===== src/rtl/beats_pkg.sv =====
// Beat credit shared definitions
package beats_pkg;

        // ------------------------------------------------------------------
        // Virtual FIFO geometry
        // ------------------------------------------------------------------
        localparam int fifo_depth = 64;                     // Beats tracked
        localparam int addr_width = $clog2(fifo_depth);     // Index bits, 6

        // Pointers and count carry one extra bit so full differs from empty

        // ------------------------------------------------------------------
        // Flag thresholds
        // ------------------------------------------------------------------
        localparam int almost_wr_margin = 4;    // Almost full at depth minus this
        localparam int almost_rd_margin = 4;    // Almost empty at or below this

        // Burst length and drain size width
        localparam int size_width = 8;

        // ------------------------------------------------------------------
        // Burst scheduler states
        // ------------------------------------------------------------------
        typedef enum logic [1:0] {
                sched_idle   = 2'd0,    // Waiting for enough beats
                sched_issue  = 2'd1,    // Drain strobe and burst pulse
                sched_settle = 2'd2     // Let the count catch up
        } sched_state_e;

endpackage : beats_pkg


===== src/rtl/fifo_control.sv =====
// Occupancy count and status flags
`timescale 1ns/1ps

module fifo_control import beats_pkg::*; (
        input  logic                  axi_aclk,
        input  logic                  rst_n,
        input  logic [addr_width:0]   wr_ptr_next,    // Write pointer after this edge
        input  logic [addr_width:0]   rd_ptr_next,    // Read pointer after this edge
        output logic [addr_width:0]   count,          // Registered occupancy
        output logic                  full,
        output logic                  almost_full,
        output logic                  empty,
        output logic                  almost_empty
);

        // ------------------------------------------------------------------
        // Next-state occupancy
        // ------------------------------------------------------------------
        logic [addr_width:0] count_next;
        logic                full_next;
        logic                almost_full_next;
        logic                empty_next;
        logic                almost_empty_next;

        // Extra MSB makes the plain difference correct across wrap
        assign count_next = wr_ptr_next - rd_ptr_next;

        // Thresholds from package margins
        assign full_next         = (count_next == (addr_width + 1)'(fifo_depth));
        assign almost_full_next  = (count_next >=
                                    (addr_width + 1)'(fifo_depth - almost_wr_margin));
        assign empty_next        = (count_next == '0);
        assign almost_empty_next = (count_next <= (addr_width + 1)'(almost_rd_margin));

        // ------------------------------------------------------------------
        // Registered outputs
        // ------------------------------------------------------------------
        always_ff @(posedge axi_aclk) begin
                if (!rst_n) begin
                        count        <= '0;
                        full         <= 1'b0;
                        almost_full  <= 1'b0;
                        empty        <= 1'b1;     // Nothing written yet
                        almost_empty <= 1'b1;
                end else begin
                        count        <= count_next;
                        full         <= full_next;
                        almost_full  <= almost_full_next;
                        empty        <= empty_next;
                        almost_empty <= almost_empty_next;
                end
        end

endmodule : fifo_control


===== src/rtl/drain_ctrl_beats.sv =====
// Virtual FIFO drain controller
`timescale 1ns/1ps

module drain_ctrl_beats import beats_pkg::*; (
        input  logic                    axi_aclk,
        input  logic                    rst_n,

        // Beat side
        input  logic                    wr_valid,           // One strobe per beat
        output logic                    wr_ready,           // Not full

        // Drain side
        input  logic                    rd_valid,           // Reserve a burst
        input  logic [size_width-1:0]   rd_size,            // Beats to reserve
        output logic                    rd_ready,           // Not empty

        // Status
        output logic [addr_width:0]     data_available,     // Registered count
        output logic                    wr_full,
        output logic                    wr_almost_full,
        output logic                    rd_empty,
        output logic                    rd_almost_empty
);

        // ------------------------------------------------------------------
        // Pointers
        // ------------------------------------------------------------------
        logic [addr_width:0] wr_ptr;
        logic [addr_width:0] rd_ptr;
        logic [addr_width:0] wr_ptr_next;
        logic [addr_width:0] rd_ptr_next;
        logic                wr_accept;
        logic                rd_accept;

        assign wr_accept = wr_valid && wr_ready;        // Dropped while full
        assign rd_accept = rd_valid && rd_ready;        // Ignored while empty

        // Single beat step on the write side
        assign wr_ptr_next = wr_accept ? wr_ptr + 1'b1 : wr_ptr;

        // Variable step on the drain side
        assign rd_ptr_next = rd_accept ? rd_ptr + (addr_width + 1)'(rd_size) : rd_ptr;

        always_ff @(posedge axi_aclk) begin
                if (!rst_n) begin
                        wr_ptr <= '0;
                        rd_ptr <= '0;
                end else begin
                        wr_ptr <= wr_ptr_next;
                        rd_ptr <= rd_ptr_next;
                end
        end

        // ------------------------------------------------------------------
        // Count and flags
        // ------------------------------------------------------------------
        // Fed with next-state pointers so a beat and a drain on one edge
        // both show up right after that edge
        fifo_control u_fifo_control (
                .axi_aclk     (axi_aclk),
                .rst_n        (rst_n),
                .wr_ptr_next  (wr_ptr_next),
                .rd_ptr_next  (rd_ptr_next),
                .count        (data_available),
                .full         (wr_full),
                .almost_full  (wr_almost_full),
                .empty        (rd_empty),
                .almost_empty (rd_almost_empty)
        );

        // Handshake levels
        assign wr_ready = !wr_full;
        assign rd_ready = !rd_empty;    // Gates drain acceptance

endmodule : drain_ctrl_beats


===== src/rtl/burst_scheduler.sv =====
// Write burst scheduler
`timescale 1ns/1ps

module burst_scheduler import beats_pkg::*; (
        input  logic                    axi_aclk,
        input  logic                    rst_n,
        input  logic                    enable,             // Normal bursts allowed
        input  logic                    flush,              // Drain the tail
        input  logic [size_width-1:0]   burst_len,          // Programmed length
        input  logic [addr_width:0]     data_available,     // Beats on hand

        // Reservation toward the virtual FIFO
        output logic                    drain_valid,
        output logic [size_width-1:0]   drain_size,

        // Announcement toward the engine
        output logic                    burst_start,
        output logic [size_width-1:0]   burst_size
);

        // ------------------------------------------------------------------
        // Launch decision
        // ------------------------------------------------------------------
        sched_state_e          state;
        sched_state_e          state_next;
        logic [size_width-1:0] avail_ext;       // Count in size width
        logic [size_width-1:0] size_pick;
        logic [size_width-1:0] size_q;          // Reserved length
        logic                  normal_go;
        logic                  flush_go;
        logic                  launch;

        assign avail_ext = size_width'(data_available);

        assign normal_go = enable && (avail_ext >= burst_len);   // Full burst ready
        assign flush_go  = flush && (data_available != '0);      // Any residue

        // Count capped at burst_len
        // Equals burst_len whenever normal_go holds
        assign size_pick = (avail_ext < burst_len) ? avail_ext : burst_len;

        assign launch = (state == sched_idle) && (normal_go || flush_go);

        // ------------------------------------------------------------------
        // State machine
        // ------------------------------------------------------------------
        always_comb begin
                state_next = state;
                unique case (state)
                        sched_idle: begin
                                if (normal_go || flush_go) begin
                                        state_next = sched_issue;
                                end
                        end
                        sched_issue:  state_next = sched_settle;    // Single cycle
                        sched_settle: state_next = sched_idle;      // Count updates here
                        default:      state_next = sched_idle;
                endcase
        end

        always_ff @(posedge axi_aclk) begin
                if (!rst_n) begin
                        state <= sched_idle;
                end else begin
                        state <= state_next;
                end
        end

        // Size captured on the launch edge
        always_ff @(posedge axi_aclk) begin
                if (launch) begin
                        size_q <= size_pick;
                end
        end

        // ------------------------------------------------------------------
        // Outputs
        // ------------------------------------------------------------------
        assign drain_valid = (state == sched_issue);
        assign burst_start = (state == sched_issue);    // Same cycle as drain
        assign drain_size  = size_q;
        assign burst_size  = size_q;

endmodule : burst_scheduler


===== src/rtl/write_drain_top.sv =====
// Write drain beat credit top
`timescale 1ns/1ps

module write_drain_top import beats_pkg::*; (
        input  logic                    axi_aclk,
        input  logic                    rst_n,

        // Beat strobes from the data path
        input  logic                    beat_valid,
        output logic                    beat_ready,

        // Configuration levels
        input  logic                    enable,
        input  logic                    flush,
        input  logic [size_width-1:0]   burst_len,

        // Burst announcement
        output logic                    burst_start,
        output logic [size_width-1:0]   burst_size,

        // Occupancy status
        output logic [addr_width:0]     data_available,
        output logic                    full,
        output logic                    almost_full,
        output logic                    empty,
        output logic                    almost_empty
);

        // ------------------------------------------------------------------
        // Scheduler to FIFO reservation
        // ------------------------------------------------------------------
        logic                  drain_valid;
        logic [size_width-1:0] drain_size;

        drain_ctrl_beats u_drain_ctrl (
                .axi_aclk        (axi_aclk),
                .rst_n           (rst_n),
                .wr_valid        (beat_valid),
                .wr_ready        (beat_ready),
                .rd_valid        (drain_valid),
                .rd_size         (drain_size),
                .rd_ready        (),                 // Scheduler polls the count
                .data_available  (data_available),
                .wr_full         (full),
                .wr_almost_full  (almost_full),
                .rd_empty        (empty),
                .rd_almost_empty (almost_empty)
        );

        burst_scheduler u_scheduler (
                .axi_aclk       (axi_aclk),
                .rst_n          (rst_n),
                .enable         (enable),
                .flush          (flush),
                .burst_len      (burst_len),
                .data_available (data_available),
                .drain_valid    (drain_valid),
                .drain_size     (drain_size),
                .burst_start    (burst_start),
                .burst_size     (burst_size)
        );

endmodule : write_drain_top


===== config.mk =====
export PLATFORM = sky130hd
export DESIGN_NAME = write_drain_top
export DESIGN_NICKNAME = d
export VERILOG_FILES = /design/src/rtl/beats_pkg.sv /design/src/rtl/fifo_control.sv /design/src/rtl/drain_ctrl_beats.sv /design/src/rtl/burst_scheduler.sv /design/src/rtl/write_drain_top.sv
export SDC_FILE = /design/constraint.sdc
export NUM_CORES = 1
export LEC_CHECK = 0
export BUFFER_PORTS_ARGS = -buffer_cell sky130_fd_sc_hd__buf_4
export CAP_MARGIN = 20
export CORE_UTILIZATION = 45
export CTS_CLUSTER_DIAMETER = 100
export DETAILED_ROUTE_END_ITERATION = 8
export GPL_ROUTABILITY_DRIVEN = 0
export GPL_TIMING_DRIVEN = 1
export PLACE_DENSITY_LB_ADDON = 0.15
export SLEW_MARGIN = 15
export SYNTH_ARGS = -nofsm -noshare
export SYNTH_HDL_FRONTEND = slang
export SYNTH_HIERARCHICAL = 1
export SYNTH_SLANG_ARGS = --single-unit

===== constraint.sdc =====
create_clock -name axi_aclk -period 6.85 [get_ports axi_aclk]
set_input_delay 0.3425 -clock axi_aclk [delete_from_list [all_inputs] [get_ports axi_aclk]]
set_output_delay 0.3425 -clock axi_aclk [all_outputs]
set_load 0.01 [all_outputs]

Word level (Yosys, flattened, before mapping):

Cells that the tools add are included.

* bits in registers: 35
* output and inout bits: 21
* word-level logic and storage cells: 36
* bits of input ports: 13

* $add $sub $neg: 3
* equal/unequal tests: 3
* magnitude comparators: 4
* mux-type cells: 5
* reductions and logical operators: 11

Operator list (count)
* 2-to-1 mux 7 bit: 3
* >= comparator 7 x 8 -> 1 bit: 1
* < comparator 7 x 8 -> 1 bit: 1
* adder 7 x 1 -> 7 bit, second input constant: 1
* adder 7 bit: 1
* equality test 7 bit, second input constant: 1
* >= comparator 7 x 6 -> 1 bit, second input constant: 1
* <= comparator 7 x 3 -> 1 bit, second input constant: 1
* zero test 7 bit: 1
* nonzero test 7 bit: 1
* subtractor 7 bit: 1
* logical AND 1 bit: 5
* one-hot mux 2 bit (2 select lines): 1
* equality test 2 x 1 -> 1 bit, second input constant: 1
* zero test 1 bit: 2
* zero test 2 bit: 1
* 2-to-1 mux 2 bit: 1
* != test 2 bit, second input constant: 1
* logical OR 1 bit: 1

Logic depth before layout (Yosys ltp):

* word-level depth: 5
* mapped depth: 14
* gate-level depth less buffers: 13

Modules after synthesis:

The synthesis kept the hierarchy.

By module, submodules not included
* drain_ctrl_beats: instances 1, area an instance 880.8 um^2, seq. area each 280.3 um^2, cells each 101
* burst_scheduler: instances 1, area an instance 699.4 um^2, seq. area each 280.3 um^2, cells each 66
* fifo_control: instances 1, area an instance 634.4 um^2, seq. area each 220.2 um^2, cells each 68

Worst setup path before layout:

Ideal clock, no wire load.

* path kind: register -> register
* start: reg u_scheduler.size_q[0], in the netlist u_scheduler/burst_size[0]
* end: reg u_drain_ctrl.u_fifo_control.full
* data arrival time: 3.079 ns
* path slack: 3.684 ns
* required time: 6.763 ns
* cell stages (with the launch flop): 13
* clock period less this slack: 3.166 ns
* buffers on the path: 1
* library setup time: 0.087 ns
* path through: edfxtp_1 -> buf_4 -> ha_1 -> fa_1 -> a21oi_1 -> nor3_1 -> or4b_4 -> xor2_1 -> xor2_1 -> or3_1 -> o32a_2 -> nand2_2 -> nor4b_2

* cells in the longest elaborated chain, start to end: 4

RTL lines
* from (decl): RTL line burst_scheduler.sv:28 `logic [size_width-1:0] size_q;`
* from (signal assigned): RTL line burst_scheduler.sv:72 `size_q <= size_pick;`
* adder 7 bit: RTL line drain_ctrl_beats.sv:42 `assign rd_ptr_next = rd_accept ? rd_ptr + (addr_width + 1)'(rd_size) : rd_ptr;`
* 2-to-1 mux 7 bit: RTL line drain_ctrl_beats.sv:42
* via u_drain_ctrl.rd_ptr_next[6]: RTL line drain_ctrl_beats.sv:31 `logic [addr_width:0] rd_ptr_next;`
* subtractor 7 bit: RTL line fifo_control.sv:26 `assign count_next = wr_ptr_next - rd_ptr_next;`
* equality test 7 bit: RTL line fifo_control.sv:29 `assign full_next = (count_next == (addr_width + 1)'(fifo_depth));`
* to (signal assigned): RTL line fifo_control.sv:47 `full <= full_next;`
* to (decl): RTL line fifo_control.sv:10 `output logic full,`

The timed path passes the listed nets, and every way through them passes these cells.
A chain may end at the register's enable or synchronous reset.

Final worst setup path:

Ends and elaborated chain as after synthesis.

==> impl_metrics.json <==
{
  "die_w_um": 72.0,
  "cts-root-buf": "clkbuf_8",
  "finalSetupViolCount": 0,
  "drv_slew": 0,
  "cts-resized-gates": 0,
  "postCtsHoldBufs": 0,
  "status": "completed",
  "crit_type": "reg -> reg",
  "die_y_um": 72.0,
  "grt_pass1_wl_um": 7420,
  "wirelength_um": 4390,
  "syn_nets": 268,
  "cts_setup_buffers": 0,
  "layout.nets": 298,
  "viasPerCell": 5.10,
  "grt_pass1_vias": 1603,
  "num_antenna_cells": 0,
  "worstPathRequired_ns": 7.05,
  "initial_core_util_pct": 46.6,
  "drtAntennaViolNets": 0,
  "cp-end-kind": "register",
  "avgSynthCellArea_sq_um": 9.46,
  "cts.sinks": 35,
  "crit_top_cell": "xor2_1",
  "finalCritPeriodShare_pct": 45.9,
  "drc": 0,
  "drt_pass1_iterations": 6,
  "final_layout_size_suffix_gt1_share_pct": 24.6,
  "drv_cap": 0,
  "cp_max_fo": 4,
  "grt_overflow": 0,
  "path_cells": "ha_1 -> fa_1 -> a21oi_1 -> nor3_1 -> or4b_4 -> xor2_1 -> xor2_1 -> or3_1 -> o32a_2 -> nand2_2 -> nor4b_2",
  "cts_tree": "done",
  "grt_setup_unrepaired": "no",
  "hold_viol_final": 0,
  "synthCells": 233,
  "crit_buf_inv": 0,
  "place_hpwl_um": 3470,
  "maxSlewHeadroom_pct": 50.7,
  "clkLatencyLatePin_ns": 0.28,
  "grt_use_total_pct": 19.0,
  "antenna_found_initial": 0,
  "peakVddDrop_uv": 236,
  "core_area_sq_um": 4720,
  "layout_min_cycle_time_ns": 3.14,
  "cts_buffer_depth": 2,
  "cp_data_arrival_time_ns": 3.34,
  "p_leak_nw": 1.19,
  "wire_per_inst_um": 13.3,
  "crit_path_start_kind": "register",
  "slowest_delay_ns": 0.55,
  "fin_tns_setup_ns": 0,
  "fin_util_pct": 54.5,
  "numCtsBuffers": 5,
  "areaGrowthSynthToFinish_pct": 16.9,
  "cp_top_family": "simple AND/OR/NAND/NOR gates",
  "ys_warn_count": 6,
  "io-pin-count": 34,
  "vias": 1689,
  "drt_iter0_drc": 97,
  "die-area_sq_um": 5180,
  "critPathSlowestCell": "or4b_4",
  "clkTransAtPathRegs_ns": 0.07,
  "synth_area_sq_um": 2200,
  "htree_levels": 2,
  "placementRows": 25,
  "hp-class": "in -> reg",
  "p_per_area_nw_per_um2": 386,
  "port_buffers": 33,
  "fin_worst_skew_ns": 0.00486,
  "tightest_slew_ns": 0.738,
  "fmax_mhz": 318,
  "grt_max_degree": 20
}
final timing paths:
| path | start | end | slack [ns] | cells after the start |
|---|---|---|---|---|
| setup reg to reg | u_scheduler/burst_size[0]$_DFFE_PP_ | u_drain_ctrl/u_fifo_control/full$_SDFF_PN0_ | 3.71 | 11 |
| hold / removal | rst_n | u_drain_ctrl/u_fifo_control/empty$_SDFF_PN1_ | 0.35 | 2 |
| setup / recovery | u_scheduler/burst_size[0]$_DFFE_PP_ | u_drain_ctrl/u_fifo_control/full$_SDFF_PN0_ | 3.71 | 11 |
| hold reg to reg | u_drain_ctrl/rd_ptr[6]$_SDFF_PN0_ | u_drain_ctrl/rd_ptr[6]$_SDFF_PN0_ | 0.49 | 2 |
layout make-up:
type / instances / area, sq um
fillers: 435 / 2150
multi-input cells: 169 / 1280
flip-flops and latches: 35 / 781
repair buffers: 33 / 248
well taps: 67 / 83.8
clock buffers: 6 / 72.6
inverters: 19 / 71.3
clock inverters: 2 / 37.5
sequential cells by signal (all words and copies together), names as in the netlist:
register and cells:
u_scheduler/burst_size 8, u_drain_ctrl/u_fifo_control/count 7, u_scheduler/state 2, u_drain_ctrl/wr_ptr 7, u_drain_ctrl/u_fifo_control/empty 1, u_drain_ctrl/u_fifo_control/almost_empty 1
u_drain_ctrl/u_fifo_control/full 1, u_drain_ctrl/u_fifo_control/almost_full 1, u_drain_ctrl/rd_ptr 7
power breakdown:
part / internal [mW] / switching (mW) / total [mW]
logic: 0.228 / 0.254 / 0.481
registers: 0.280 / 0.0503 / 0.331
clock network: 0.109 / 0.0739 / 0.182
per-layer routing:
layer / global-route usage [%] / vias to the layer above / wire length (um)
met3: 4.31 / 5 / 153
li1: - / 869 / -
met1: 25.6 / 787 / 2180
met4: 7.19 / 0 / 60
met5: 0 / - / 0
met2: 29.9 / 28 / 1990
layout by cell type (no fill, tap or decap), types with 8 or more instances in the layout:
master / instances
inv_1: 19
nor2_1: 11
mux2_2: 8
and2_1: 14
buf_4: 33
nand2_1: 21
ha_1: 20
a21oi_1: 10
dfxtp_1: 27
edfxtp_1: 8
stage by stage:
step / setup slack, ns / hold WS (ns) / total power [mW] / cells / instance area, sq um
after floorplan: 3.68 / 0.414 / 0.688 / 233 / 2200
after global placement: 3.77 / 0.479 / 0.814 / 323 / 2470
after detailed placement: 3.72 / 0.481 / 0.816 / 323 / 2470
after CTS: 3.70 / 0.344 / 1.00 / 331 / 2580
after global routing: 3.49 / 0.349 / 1.07 / 331 / 2580
final: 3.71 / 0.354 / 0.994 / 331 / 2580
worst reg2reg max path, delay by kind of cell, from the launching register on:
| family | cells | cell delay [ns] |
|---|---|---|
| adders and majority gates | 2 | 0.67 |
| AOI/OAI and AO/OA | 2 | 0.44 |
| DFF | 1 | 0.39 |
| xor gates and xnor gates | 2 | 0.36 |
| and+or+nand+nor | 5 | 1.21 |
(Power assumes the default switching activity.)
